**src/include/mmu_config.svh**
```systemverilog
// Address widths, TLB size and memory map of the data translation path
`ifndef MMU_CONFIG_SVH
`define MMU_CONFIG_SVH

// Sv39 virtual address, 4 KiB pages
`define MMU_VADDR_WIDTH       39
`define MMU_PAGE_OFFSET_WIDTH 12
`define MMU_VTAG_WIDTH        27

// 40-bit physical address
`define MMU_PTAG_WIDTH        28

`define MMU_TLB_ENTRIES       8

// Top physical-tag bits select the domain, only domain 0 is reachable
`define MMU_DID_WIDTH         3

// Cacheable DRAM from 2 GiB upward
`define MMU_DRAM_BASE_PTAG    28'h008_0000

`endif
```
**src/mmu_pkg.sv**
```systemverilog
// Shared types of the data translation path: privilege, command, PTE, fill and response
`default_nettype none

`include "mmu_config.svh"

package mmu_pkg;

  typedef enum logic [1:0] {
    e_priv_user       = 2'b00,
    e_priv_supervisor = 2'b01,
    e_priv_machine    = 2'b11
  } priv_mode_e;

  // One load or store access
  typedef struct packed {
    logic [`MMU_VADDR_WIDTH-1:0] vaddr;
    logic                        store;
  } mmu_cmd_s;

  // Leaf PTE fields kept in the TLB
  typedef struct packed {
    logic [`MMU_PTAG_WIDTH-1:0] ptag;
    logic                       u;
    logic                       w;
    logic                       d;
  } pte_leaf_s;

  typedef struct packed {
    logic [`MMU_VTAG_WIDTH-1:0] vtag;
    pte_leaf_s                  entry;
  } tlb_fill_s;

  // Translation result, two cycles after the command
  typedef struct packed {
    logic [`MMU_PTAG_WIDTH+`MMU_PAGE_OFFSET_WIDTH-1:0] paddr;
    logic                                              miss_v;
    logic                                              load_page_fault;
    logic                                              store_page_fault;
    logic                                              load_access_fault;
    logic                                              store_access_fault;
  } mmu_resp_s;

endpackage

`default_nettype wire

```
**src/mmu_top.sv**
```systemverilog
// Data translation pipeline: TLB lookup, fault checks, poison kill and two-stage response
`timescale 1ns/100ps
`default_nettype none

`include "mmu_config.svh"

module mmu_top
  import mmu_pkg::*;
  (input  logic        clk_i
   , input  logic        reset_i

   , input  logic        cmd_v_i
   , input  mmu_cmd_s    cmd_i

   , input  logic        fill_v_i
   , input  tlb_fill_s   fill_i
   , input  logic        flush_i

   , input  logic        translation_en_i
   , input  priv_mode_e  priv_mode_i
   , input  logic        mstatus_sum_i
   , input  logic        uncached_mode_i

   , input  logic        poison_i

   , output logic        resp_v_o
   , output mmu_resp_s   resp_o
   );

  localparam int unsigned ptag_width_lp = `MMU_PTAG_WIDTH;

  logic [`MMU_VTAG_WIDTH-1:0]        cmd_vtag;

  // Stage 1 command fields
  logic                              cmd_v_r;
  logic                              store_r;
  logic [`MMU_PAGE_OFFSET_WIDTH-1:0] offset_r;
  logic [`MMU_PTAG_WIDTH-1:0]        passthrough_ptag_r;

  logic                              dtlb_hit;
  logic                              dtlb_miss;
  pte_leaf_s                         dtlb_entry;

  logic [`MMU_PTAG_WIDTH-1:0]        ptag;
  logic                              load_page_fault;
  logic                              store_page_fault;
  logic                              load_access_fault;
  logic                              store_access_fault;
  logic                              miss_s1;

  assign cmd_vtag = cmd_i.vaddr[`MMU_VADDR_WIDTH-1 -: `MMU_VTAG_WIDTH];

  always_ff @(posedge clk_i) begin
    if (reset_i) begin
      cmd_v_r <= 1'b0;
    end else begin
      cmd_v_r <= cmd_v_i;
    end
  end

  // Untranslated tag is the zero-extended virtual tag
  always_ff @(posedge clk_i) begin
    if (cmd_v_i) begin
      store_r            <= cmd_i.store;
      offset_r           <= cmd_i.vaddr[`MMU_PAGE_OFFSET_WIDTH-1:0];
      passthrough_ptag_r <= ptag_width_lp'(cmd_vtag);
    end
  end

  dtlb dtlb0
    (.clk_i(clk_i)
     ,.reset_i(reset_i)
     ,.flush_i(flush_i)

     ,.lookup_v_i(cmd_v_i)
     ,.lookup_vtag_i(cmd_vtag)

     ,.fill_v_i(fill_v_i)
     ,.fill_i(fill_i)

     ,.hit_o(dtlb_hit)
     ,.miss_o(dtlb_miss)
     ,.entry_o(dtlb_entry)
     );

  access_check check0
    (.v_i(cmd_v_r)
     ,.store_i(store_r)
     ,.hit_i(dtlb_hit)
     ,.entry_i(dtlb_entry)
     ,.passthrough_ptag_i(passthrough_ptag_r)

     ,.translation_en_i(translation_en_i)
     ,.priv_mode_i(priv_mode_i)
     ,.mstatus_sum_i(mstatus_sum_i)
     ,.uncached_mode_i(uncached_mode_i)

     ,.ptag_o(ptag)
     ,.uncached_o()
     ,.load_page_fault_o(load_page_fault)
     ,.store_page_fault_o(store_page_fault)
     ,.load_access_fault_o(load_access_fault)
     ,.store_access_fault_o(store_access_fault)
     );

  // A TLB miss only counts with translation on
  assign miss_s1 = translation_en_i && dtlb_miss;

  // Poison in stage 1 kills the response
  always_ff @(posedge clk_i) begin
    if (reset_i) begin
      resp_v_o <= 1'b0;
    end else begin
      resp_v_o <= cmd_v_r && !poison_i;
    end
  end

  always_ff @(posedge clk_i) begin
    if (cmd_v_r) begin
      resp_o.paddr              <= {ptag, offset_r};
      resp_o.miss_v             <= miss_s1;
      resp_o.load_page_fault    <= load_page_fault && !miss_s1;
      resp_o.store_page_fault   <= store_page_fault && !miss_s1;
      resp_o.load_access_fault  <= load_access_fault && !miss_s1;
      resp_o.store_access_fault <= store_access_fault && !miss_s1;
    end
  end

  a_miss_no_fault: assert property (@(posedge clk_i) disable iff (reset_i)
    resp_v_o |-> !(resp_o.miss_v && (resp_o.load_page_fault || resp_o.store_page_fault
                                     || resp_o.load_access_fault
                                     || resp_o.store_access_fault)))
    else $error("mmu_top: response carries a miss and a fault");

endmodule

`default_nettype wire

```
**src/access_check.sv**
```systemverilog
// Page-permission and physical-memory-attribute fault checks for one looked-up access
`timescale 1ns/100ps
`default_nettype none

`include "mmu_config.svh"

module access_check
  import mmu_pkg::*;
  (input  logic                       v_i
   , input  logic                       store_i
   , input  logic                       hit_i
   , input  pte_leaf_s                  entry_i
   , input  logic [`MMU_PTAG_WIDTH-1:0] passthrough_ptag_i

   , input  logic                       translation_en_i
   , input  priv_mode_e                 priv_mode_i
   , input  logic                       mstatus_sum_i
   , input  logic                       uncached_mode_i

   , output logic [`MMU_PTAG_WIDTH-1:0] ptag_o
   , output logic                       uncached_o
   , output logic                       load_page_fault_o
   , output logic                       store_page_fault_o
   , output logic                       load_access_fault_o
   , output logic                       store_access_fault_o
   );

  logic translated_hit;
  logic priv_fault;
  logic write_fault;
  logic did_fault;
  logic mode_fault;

  assign ptag_o = translation_en_i ? entry_i.ptag : passthrough_ptag_i;

  // Page checks only apply to a translated hit
  assign translated_hit = v_i && translation_en_i && hit_i;

  // Supervisor may touch user pages only with SUM
  assign priv_fault = ((priv_mode_i == e_priv_supervisor) && entry_i.u && !mstatus_sum_i)
                    || ((priv_mode_i == e_priv_user) && !entry_i.u);
  assign write_fault = store_i && (!entry_i.w || !entry_i.d);

  assign load_page_fault_o  = translated_hit && !store_i && priv_fault;
  assign store_page_fault_o = translated_hit && store_i && (priv_fault || write_fault);

  // Memory attributes of the effective tag
  assign uncached_o = (ptag_o < `MMU_DRAM_BASE_PTAG);
  assign did_fault  = |ptag_o[`MMU_PTAG_WIDTH-1 -: `MMU_DID_WIDTH];
  assign mode_fault = uncached_mode_i && !uncached_o;

  // A miss is masked downstream
  assign load_access_fault_o  = v_i && !store_i && (did_fault || mode_fault);
  assign store_access_fault_o = v_i && store_i && (did_fault || mode_fault);

  always_comb begin
    a_fault_needs_v: assert final (v_i || !(load_page_fault_o || store_page_fault_o
                                           || load_access_fault_o || store_access_fault_o))
      else $error("access_check: fault raised without a valid access");
    a_one_direction: assert final (!((load_page_fault_o || load_access_fault_o)
                                     && (store_page_fault_o || store_access_fault_o)))
      else $error("access_check: load and store faults raised together");
  end

endmodule

`default_nettype wire

```
**src/dtlb.sv**
```systemverilog
// Fully associative data TLB with registered lookup, fill port and round-robin victim
`timescale 1ns/100ps
`default_nettype none

`include "mmu_config.svh"

module dtlb
  import mmu_pkg::*;
  (input  logic                       clk_i
   , input  logic                       reset_i
   , input  logic                       flush_i

   , input  logic                       lookup_v_i
   , input  logic [`MMU_VTAG_WIDTH-1:0] lookup_vtag_i

   , input  logic                       fill_v_i
   , input  tlb_fill_s                  fill_i

   , output logic                       hit_o
   , output logic                       miss_o
   , output pte_leaf_s                  entry_o
   );

  localparam int unsigned entries_lp   = `MMU_TLB_ENTRIES;
  localparam int unsigned idx_width_lp = $clog2(entries_lp);

  logic [entries_lp-1:0]      valid_r;
  logic [`MMU_VTAG_WIDTH-1:0] vtag_r [entries_lp];
  pte_leaf_s                  entry_r [entries_lp];
  logic [idx_width_lp-1:0]    victim_r;

  logic [entries_lp-1:0]      lookup_match;
  logic [entries_lp-1:0]      fill_match;
  pte_leaf_s                  lookup_entry;
  logic [idx_width_lp-1:0]    fill_match_idx;
  logic [idx_width_lp-1:0]    fill_idx;
  logic                       fill_en;

  // Parallel tag compare for both ports
  always_comb begin
    for (int i = 0; i < entries_lp; i++) begin
      lookup_match[i] = valid_r[i] && (vtag_r[i] == lookup_vtag_i);
      fill_match[i]   = valid_r[i] && (vtag_r[i] == fill_i.vtag);
    end
  end

  // At most one entry matches, so a plain scan picks it
  always_comb begin
    lookup_entry   = '0;
    fill_match_idx = '0;
    for (int i = 0; i < entries_lp; i++) begin
      if (lookup_match[i]) begin
        lookup_entry = entry_r[i];
      end
      if (fill_match[i]) begin
        fill_match_idx = idx_width_lp'(i);
      end
    end
  end

  // Flush wins over a fill in the same cycle
  assign fill_en  = fill_v_i && !flush_i;
  assign fill_idx = (|fill_match) ? fill_match_idx : victim_r;

  always_ff @(posedge clk_i) begin
    if (reset_i) begin
      valid_r  <= '0;
      victim_r <= '0;
    end else if (flush_i) begin
      valid_r <= '0;
    end else if (fill_en) begin
      valid_r[fill_idx] <= 1'b1;
      // Refill of a present tag keeps the victim pointer
      if (!(|fill_match)) begin
        if (victim_r == idx_width_lp'(entries_lp - 1)) begin
          victim_r <= '0;
        end else begin
          victim_r <= victim_r + 1'b1;
        end
      end
    end
  end

  always_ff @(posedge clk_i) begin
    if (fill_en) begin
      vtag_r[fill_idx]  <= fill_i.vtag;
      entry_r[fill_idx] <= fill_i.entry;
    end
  end

  // Lookup result for stage 1
  always_ff @(posedge clk_i) begin
    if (reset_i) begin
      hit_o  <= 1'b0;
      miss_o <= 1'b0;
    end else begin
      hit_o  <= lookup_v_i && (|lookup_match);
      miss_o <= lookup_v_i && !(|lookup_match);
    end
  end

  always_ff @(posedge clk_i) begin
    if (lookup_v_i) begin
      entry_o <= lookup_entry;
    end
  end

  // Fill path must never leave two entries with one tag
  a_single_match: assert property (@(posedge clk_i) disable iff (reset_i)
    lookup_v_i |-> $onehot0(lookup_match))
    else $error("dtlb: several valid entries match one lookup");

  // Exactly one result, and only one cycle after a lookup
  a_hit_xor_miss: assert property (@(posedge clk_i) disable iff (reset_i)
    (hit_o || miss_o) |-> ($past(lookup_v_i) && (hit_o != miss_o)))
    else $error("dtlb: hit and miss out of step with lookup");

endmodule

`default_nettype wire

```
**config.mk**
```make
export PLATFORM = sky130hd
export DESIGN_NAME = mmu_top
export DESIGN_NICKNAME = d
export VERILOG_FILES = /design/src/mmu_pkg.sv /design/src/mmu_top.sv /design/src/access_check.sv /design/src/dtlb.sv
export VERILOG_INCLUDE_DIRS = /design/src /design/src/include
export SDC_FILE = /design/constraint.sdc
export NUM_CORES = 1
export LEC_CHECK = 0
export BUFFER_PORTS_ARGS = -buffer_cell sky130_fd_sc_hd__buf_2
export CAP_MARGIN = 0
export CORE_MARGIN = 2
export CORE_UTILIZATION = 37
export DETAILED_ROUTE_END_ITERATION = 16
export PLACE_DENSITY = 0.59
export SLEW_MARGIN = 20
export SYNTH_ARGS = -nofsm -noshare
export SYNTH_HDL_FRONTEND = slang
export SYNTH_HIERARCHICAL = 1
export SYNTH_SLANG_ARGS = --single-unit
export TNS_END_PERCENT = 20
```
**constraint.sdc**
```tcl
create_clock -name clk_i -period 10.9 [get_ports clk_i]
set_clock_uncertainty 0.1 [all_clocks]
set_input_delay 2.18 -clock clk_i [delete_from_list [all_inputs] [get_ports clk_i]]
set_output_delay 2.18 -clock clk_i [all_outputs]
set_load 0.05 [all_outputs]
```
== Word level (Yosys, flattened, before mapping) ==
Memory sizes are Yosys's and may differ from the RTL's.
Cells that the tools add are included.
Word-level totals
  flip-flop bits (word level): 131
  RAM bits: 464
  bits of input ports: 109
  output and inout port bits: 46
  word-level logic and storage cells: 129
  memories: 2
Cells by class
  add/subtract/negate cells: 1
  $lt $le $gt $ge: 3
  equality and inequality tests: 18
  muxes and demuxes: 22
  bitwise logic cells: 3
  reductions and logical operators: 61
Memory list
  dtlb0.entry_r: words 8, width 31, rd ports 8, clocked after memory_dff 0, wr ports 1, line dtlb.sv:29  | pte_leaf_s entry_r [entries_lp];
  dtlb0.vtag_r: words 8, width 27, rd ports 8, clocked after memory_dff 0, wr ports 1, line dtlb.sv:28  | logic [`MMU_VTAG_WIDTH-1:0] vtag_r [entries_lp];
Operators with widths (number)
  27-bit equality test: 16
  31-bit two-way mux: 8
  1-bit logical AND: 41
  28-bit by 20-bit less-than comparator with 1-bit output, second input constant: 1
  28-bit two-way mux: 1
  3-bit two-way mux: 6
  8-bit OR reduction: 2
  1-bit zero test: 10
  8-bit OR: 1
  1-bit logical OR: 4
  3-bit by 4-bit less-than comparator with 1-bit output, second input constant: 1
  1-bit two-way mux: 4
  2-bit two-way mux: 2
  3-bit by 1-bit adder with 3-bit output, second input constant: 1
  1-bit demux with 3-bit select: 1
  3-bit equality test, second input constant: 1
  3-bit by 1-bit greater-or-equal comparator with 1-bit output, second input constant: 1
  3-bit AND reduction: 1
  3-bit OR reduction: 1
  2-bit by 1-bit equality test with 1-bit output, second input constant: 1
  2-bit zero test: 1
  1-bit NOT: 2
  2-bit OR reduction: 1

== Longest topological paths before layout ==
An unclocked memory read counts as a cell.
  depth in word-level cells: 16
  depth in mapped cells: 12
  gate-level depth less buffers: 8

== By module ==
The synthesis kept the hierarchy.
Modules (own cells, without submodules)
  dtlb: times used 1, cells an instance 1673, area an instance 23179.7 µm²
  mmu_top: times used 1, cells an instance 95, area an instance 2647.5 µm²
  access_check: times used 1, cells an instance 53, area an instance 499.2 µm²

== Worst setup path after synthesis ==
Ideal clock, no wire load.
  kind: input to register
  from: input fill_i[53] (netlist name)
  to: memory dtlb0/entry_r[2][0] (netlist name) (enable)
  library setup time: 0.474 ns
  data arrival time: 6.392 ns
  slack: 3.934 ns
  stages on the path: 9
  buffers on the path: 1
  path through: buf_2 -> xnor2_1 -> nand4_1 -> nor4_1 -> nand4_1 -> and2_1 -> o221ai_1 -> or3b_2 -> nor2_1
Between the ends
  word-level cells in the longest chain between the ends: 10
  elaborated cells between the ends (all ways): 25
RTL lines
  from (decl): line mmu_top.sv:16  | , input tlb_fill_s fill_i
  27-bit equality test: line dtlb.sv:43  | fill_match[i] = valid_r[i] && (vtag_r[i] == fill_i.vtag);
  1-bit logical AND: line dtlb.sv:43
  1-bit two-way mux: line dtlb.sv:55  | if (fill_match[i]) begin
  2-bit two-way mux (2 in series): line dtlb.sv:55
  3-bit two-way mux (4 in series): line dtlb.sv:55
  3-bit two-way mux *: line dtlb.sv:63  | assign fill_idx = (|fill_match) ? fill_match_idx : victim_r;
  to (decl): line dtlb.sv:29
Mark *: on every way between the ends. The rest lies on a longest branch, timed or not.

== Final worst setup path ==
  from: input fill_i[49] (netlist name)
  to: memory dtlb0/vtag_r[5][25] (netlist name) (enable)
Between the ends
  word-level cells in the longest chain between the ends: 10
  elaborated cells between the ends (all ways): 25
RTL lines (line)
  27-bit equality test: dtlb.sv:43
  1-bit logical AND: dtlb.sv:43
  1-bit two-way mux: dtlb.sv:55
  2-bit two-way mux (2 in series): dtlb.sv:55
  3-bit two-way mux (4 in series): dtlb.sv:55
  3-bit two-way mux *: dtlb.sv:63
  to (decl): dtlb.sv:28
Marked as above.

==> flow_summary_export.csv <==
group,metric,value,unit
finish,area_taken_by_flip_flops_and_latches,0.0177,sq mm
floorplan,dieArea,0.0733,sq mm
floorplan,horiz_die_dim,271,microns
finish,area_growth,14.3,%
cts,numClockSinks,595,
timing,post-route-period-util,0.550,
detailed_routing,drt_drc_violations_left,0,
worst_setup_path,critical_path_data_required_time,11.05,ns
detailed_routing,antenna_violating_nets_post_route,0,
yosys,number_of_enable_flip_flop_cells_after_synthesis,580,
cts,cts_hold_buf,0,
finish,fin_nets,2065,
timing,finalHoldWorstSlack,0.322,ns
cts,cts-buffers-inserted,68,
worst_hold_path,hold_path_class,"reg2reg",
timing,finalSetupTns,0,ns
placed_design,routabilityCongestion,0.924,
floorplan,die_height,271,microns
worst_setup_path,worst_path_arrival,6.14,ns
yosys,ys_top_cells_by_area,"sky130_fd_sc_hd__edfxtp_1, sky130_fd_sc_hd__xnor2_1, sky130_fd_sc_hd__xor2_1, sky130_fd_sc_hd__nand4_1, sky130_fd_sc_hd__nor2_1",
cts,cts_setup_buffers,0,
run_status,run_status,"finished, final reports clean",
floorplan,core-area,0.0703,sq mm
worst_setup_path,path_max_fanout,33,
placed_design,io_buffers,154,
detailed_routing,via_per_inst,5.44,
worst_setup_path,setup.worst_path.start_class,"input pin",
yosys,synth_flop_cell,"sky130_fd_sc_hd__edfxtp_1",
timing,setup-violations-final,0,
finish,layout-drive-gt1-share,0.173,
yosys,yosysMostFrequentCell,"sky130_fd_sc_hd__edfxtp_1",
cts,root_buffer_selected_by_cts,"sky130_fd_sc_hd__clkbuf_16",
detailed_routing,vias,16020,
timing,achievable-frequency,167,MHz
timing,max_slew.worst_pin.slew,1.12,ns
cts,tritoncts,"yes",
timing,post_layout_min_period,6.00,ns
power,worst_ir_drop_vdd,113,uV
global_routing,grt_pass1_wl,114000,microns
yosys,synth.avg_cell_area,14.5,sq um
worst_setup_path,worst-r2r-setup-slack,6.32,ns
global_routing,track_usage,0.215,
cts,ctsResizeCount,0,
yosys,yosys.area.top_type,"sky130_fd_sc_hd__edfxtp_1",
power,power_density,170,mW/mm^2
floorplan,num_rows,97,
timing,timing_hold_violations_final,0,
power,power_leakage,9.62,nW
global_routing,antenna_found_initial,9,
cts,worstSkewPairLatency,0.62,ns
yosys,async_flop_share,0,
detailed_routing,route.detailed.wl_per_inst,27.0,microns
global_routing,first_global_vias,15770,
yosys,synth.ff_latch_count,595,
yosys,synth.cell_area,0.0263,sq mm
global_routing,pin_count_of_the_biggest_net_entering_global_routing,64,
detailed_routing,totalWireLength,79600,microns
worst_setup_path,timing.setup.critical_path_class,"in2reg",
worst_setup_path,worstSetupEndpointType,"flip-flop",
finish,fillCellCount,6337,
floorplan,initial_core_util,0.375,
placed_design,dpl.hpwl,51500,microns
yosys,synth.top_cell.area_share,0.662,
timing,max-slew-margin-rel,0.252,
yosys,postSynthCellCount,1821,
cts,htree_levels,3,
yosys,seq_area_frac_synth,0.673,
yosys,synthesis.yosys.warnings,6,
job,max_cap_viol_count,0,
yosys,unique_cell_type_count_in_the_yosys_netlist,50,
cts,clk_path_buf_depth,3,
finish,combined_area_of_the_multi_input_logic_cells,0.00796,sq mm
detailed_routing,drtPass1Iterations,5,
detailed_routing,dr.first_iter.drc_count,1885,
global_routing,globalRoute.totalOverflow,0,
timing,timing_max_transition_violations_final,0,
timing,grt_setup_unrepaired,"no",
floorplan,io_pins,155,
cts,clk_pin_slew,0.05,ns
power,power.total,5.10,mW
yosys,yosys-top-cells-count,"sky130_fd_sc_hd__edfxtp_1, sky130_fd_sc_hd__xnor2_1, sky130_fd_sc_hd__xor2_1",
[area by class of cell]
type | count | share of cell area
timing repair buffer | 176 | 0.0312
clock buffer | 85 | 0.0594
multi-input combinational | 1078 | 0.265
antenna | 3 | 0.000250
sequential | 595 | 0.589
inverter | 35 | 0.00437
tap | 940 | 0.0391
clock inverter | 35 | 0.0121
[cell usage in the layout, fill, tap and decap left out, types with 32 or more instances in the layout]
| cell type | instances |
|---|---|
| sky130_fd_sc_hd__nand4_1 | 88 |
| sky130_fd_sc_hd__xnor2_1 | 276 |
| sky130_fd_sc_hd__nor3b_1 | 32 |
| sky130_fd_sc_hd__edfxtp_1 | 580 |
| sky130_fd_sc_hd__xor2_1 | 156 |
| sky130_fd_sc_hd__inv_1 | 35 |
| sky130_fd_sc_hd__clkbuf_16 | 68 |
| sky130_fd_sc_hd__buf_2 | 153 |
| sky130_fd_sc_hd__a21oi_1 | 61 |
| sky130_fd_sc_hd__nor3_1 | 36 |
| sky130_fd_sc_hd__nand3_1 | 34 |
| sky130_fd_sc_hd__nor2_1 | 103 |
| sky130_fd_sc_hd__nor4_1 | 54 |
| sky130_fd_sc_hd__o21a_1 | 32 |
| sky130_fd_sc_hd__o221ai_1 | 32 |
[report_power, final]
part / internal (mW) / switching, mW / leakage [nW] / total [mW]
Sequential: 2.56 / 0.0206 / 5.45 / 2.58
Combinational: 0.0865 / 0.220 / 3.12 / 0.306
Clock: 1.29 / 0.924 / 1.05 / 2.21
[cells by family (layout without fill, tap and decap cells)]
group,Yosys count,in the layout,share of synthesized area
fa+ha+maj,2,2,0.000950
mux,31,31,0.0131
compound gates,208,208,0.0577
buf+inv,149,331,0.0277
simple gates,403,403,0.0837
flops,595,595,0.673
xor+xnor,432,432,0.144
other cells,1,5,0.000142
[worst max-delay path, cell delays in order]
cell                       delay, ns
sky130_fd_sc_hd__buf_2          0.46
sky130_fd_sc_hd__xor2_1         0.13
sky130_fd_sc_hd__nor4_1         0.60
sky130_fd_sc_hd__nand4_1        0.27
sky130_fd_sc_hd__nand4_1        0.34
sky130_fd_sc_hd__o221ai_1       0.29
sky130_fd_sc_hd__nand2b_1       0.34
sky130_fd_sc_hd__nor2_4         0.81
sky130_fd_sc_hd__buf_4          0.61
[final timing paths]
path / startpoint / to / cells after the start
worst max-delay path: fill_i[49] / dtlb0/vtag_r[5][25]$_DFFE_PP_ / 9
worst min-delay path: offset_r[1]$_DFFE_PP_ / resp_o[6]$_DFFE_PP_ / 0
worst max register to register: dtlb0/vtag_r[2][2]$_DFFE_PP_ / dtlb0/vtag_r[5][25]$_DFFE_PP_ / 9
worst min register to register: offset_r[1]$_DFFE_PP_ / resp_o[6]$_DFFE_PP_ / 0
[sequential cells by signal (all words and copies together), names as in the netlist]
name,cells
cmd_v_r,1
dtlb0/entry_o,31
dtlb0/entry_r,248
dtlb0/hit_o,1
dtlb0/miss_o,1
dtlb0/valid_r,8
dtlb0/victim_r,3
dtlb0/vtag_r,216
offset_r,12
passthrough_ptag_r,27
resp_o,45
resp_v_o,1
store_r,1
[through the flow]
| step | utilization | setup WS (ns) | area, sq um | std cells |
|---|---|---|---|---|
| 2_1_floorplan | - | 3.93 | 26300 | 1822 |
| 3_3_place_gp | 0.397 | 4.37 | 27900 | 2824 |
| 3_5_place_dp | 0.397 | 4.29 | 27900 | 2824 |
| 4_1_cts | 0.428 | 4.92 | 30100 | 2944 |
| 5_1_grt | 0.428 | 4.60 | 30100 | 2946 |
| 6_report | 0.428 | 4.90 | 30100 | 2947 |
[per-layer routing]
| metal | wire (microns) | vias up | track usage |
|---|---|---|---|
| li1 | - | 7011 | - |
| met1 | 35400 | 8071 | 0.313 |
| met2 | 34600 | 818 | 0.316 |
| met3 | 7840 | 114 | 0.0564 |
| met4 | 1690 | 6 | 0.0600 |
| met5 | 37 | - | 0 |
Note: power is estimated with default switching activity, not from simulation.
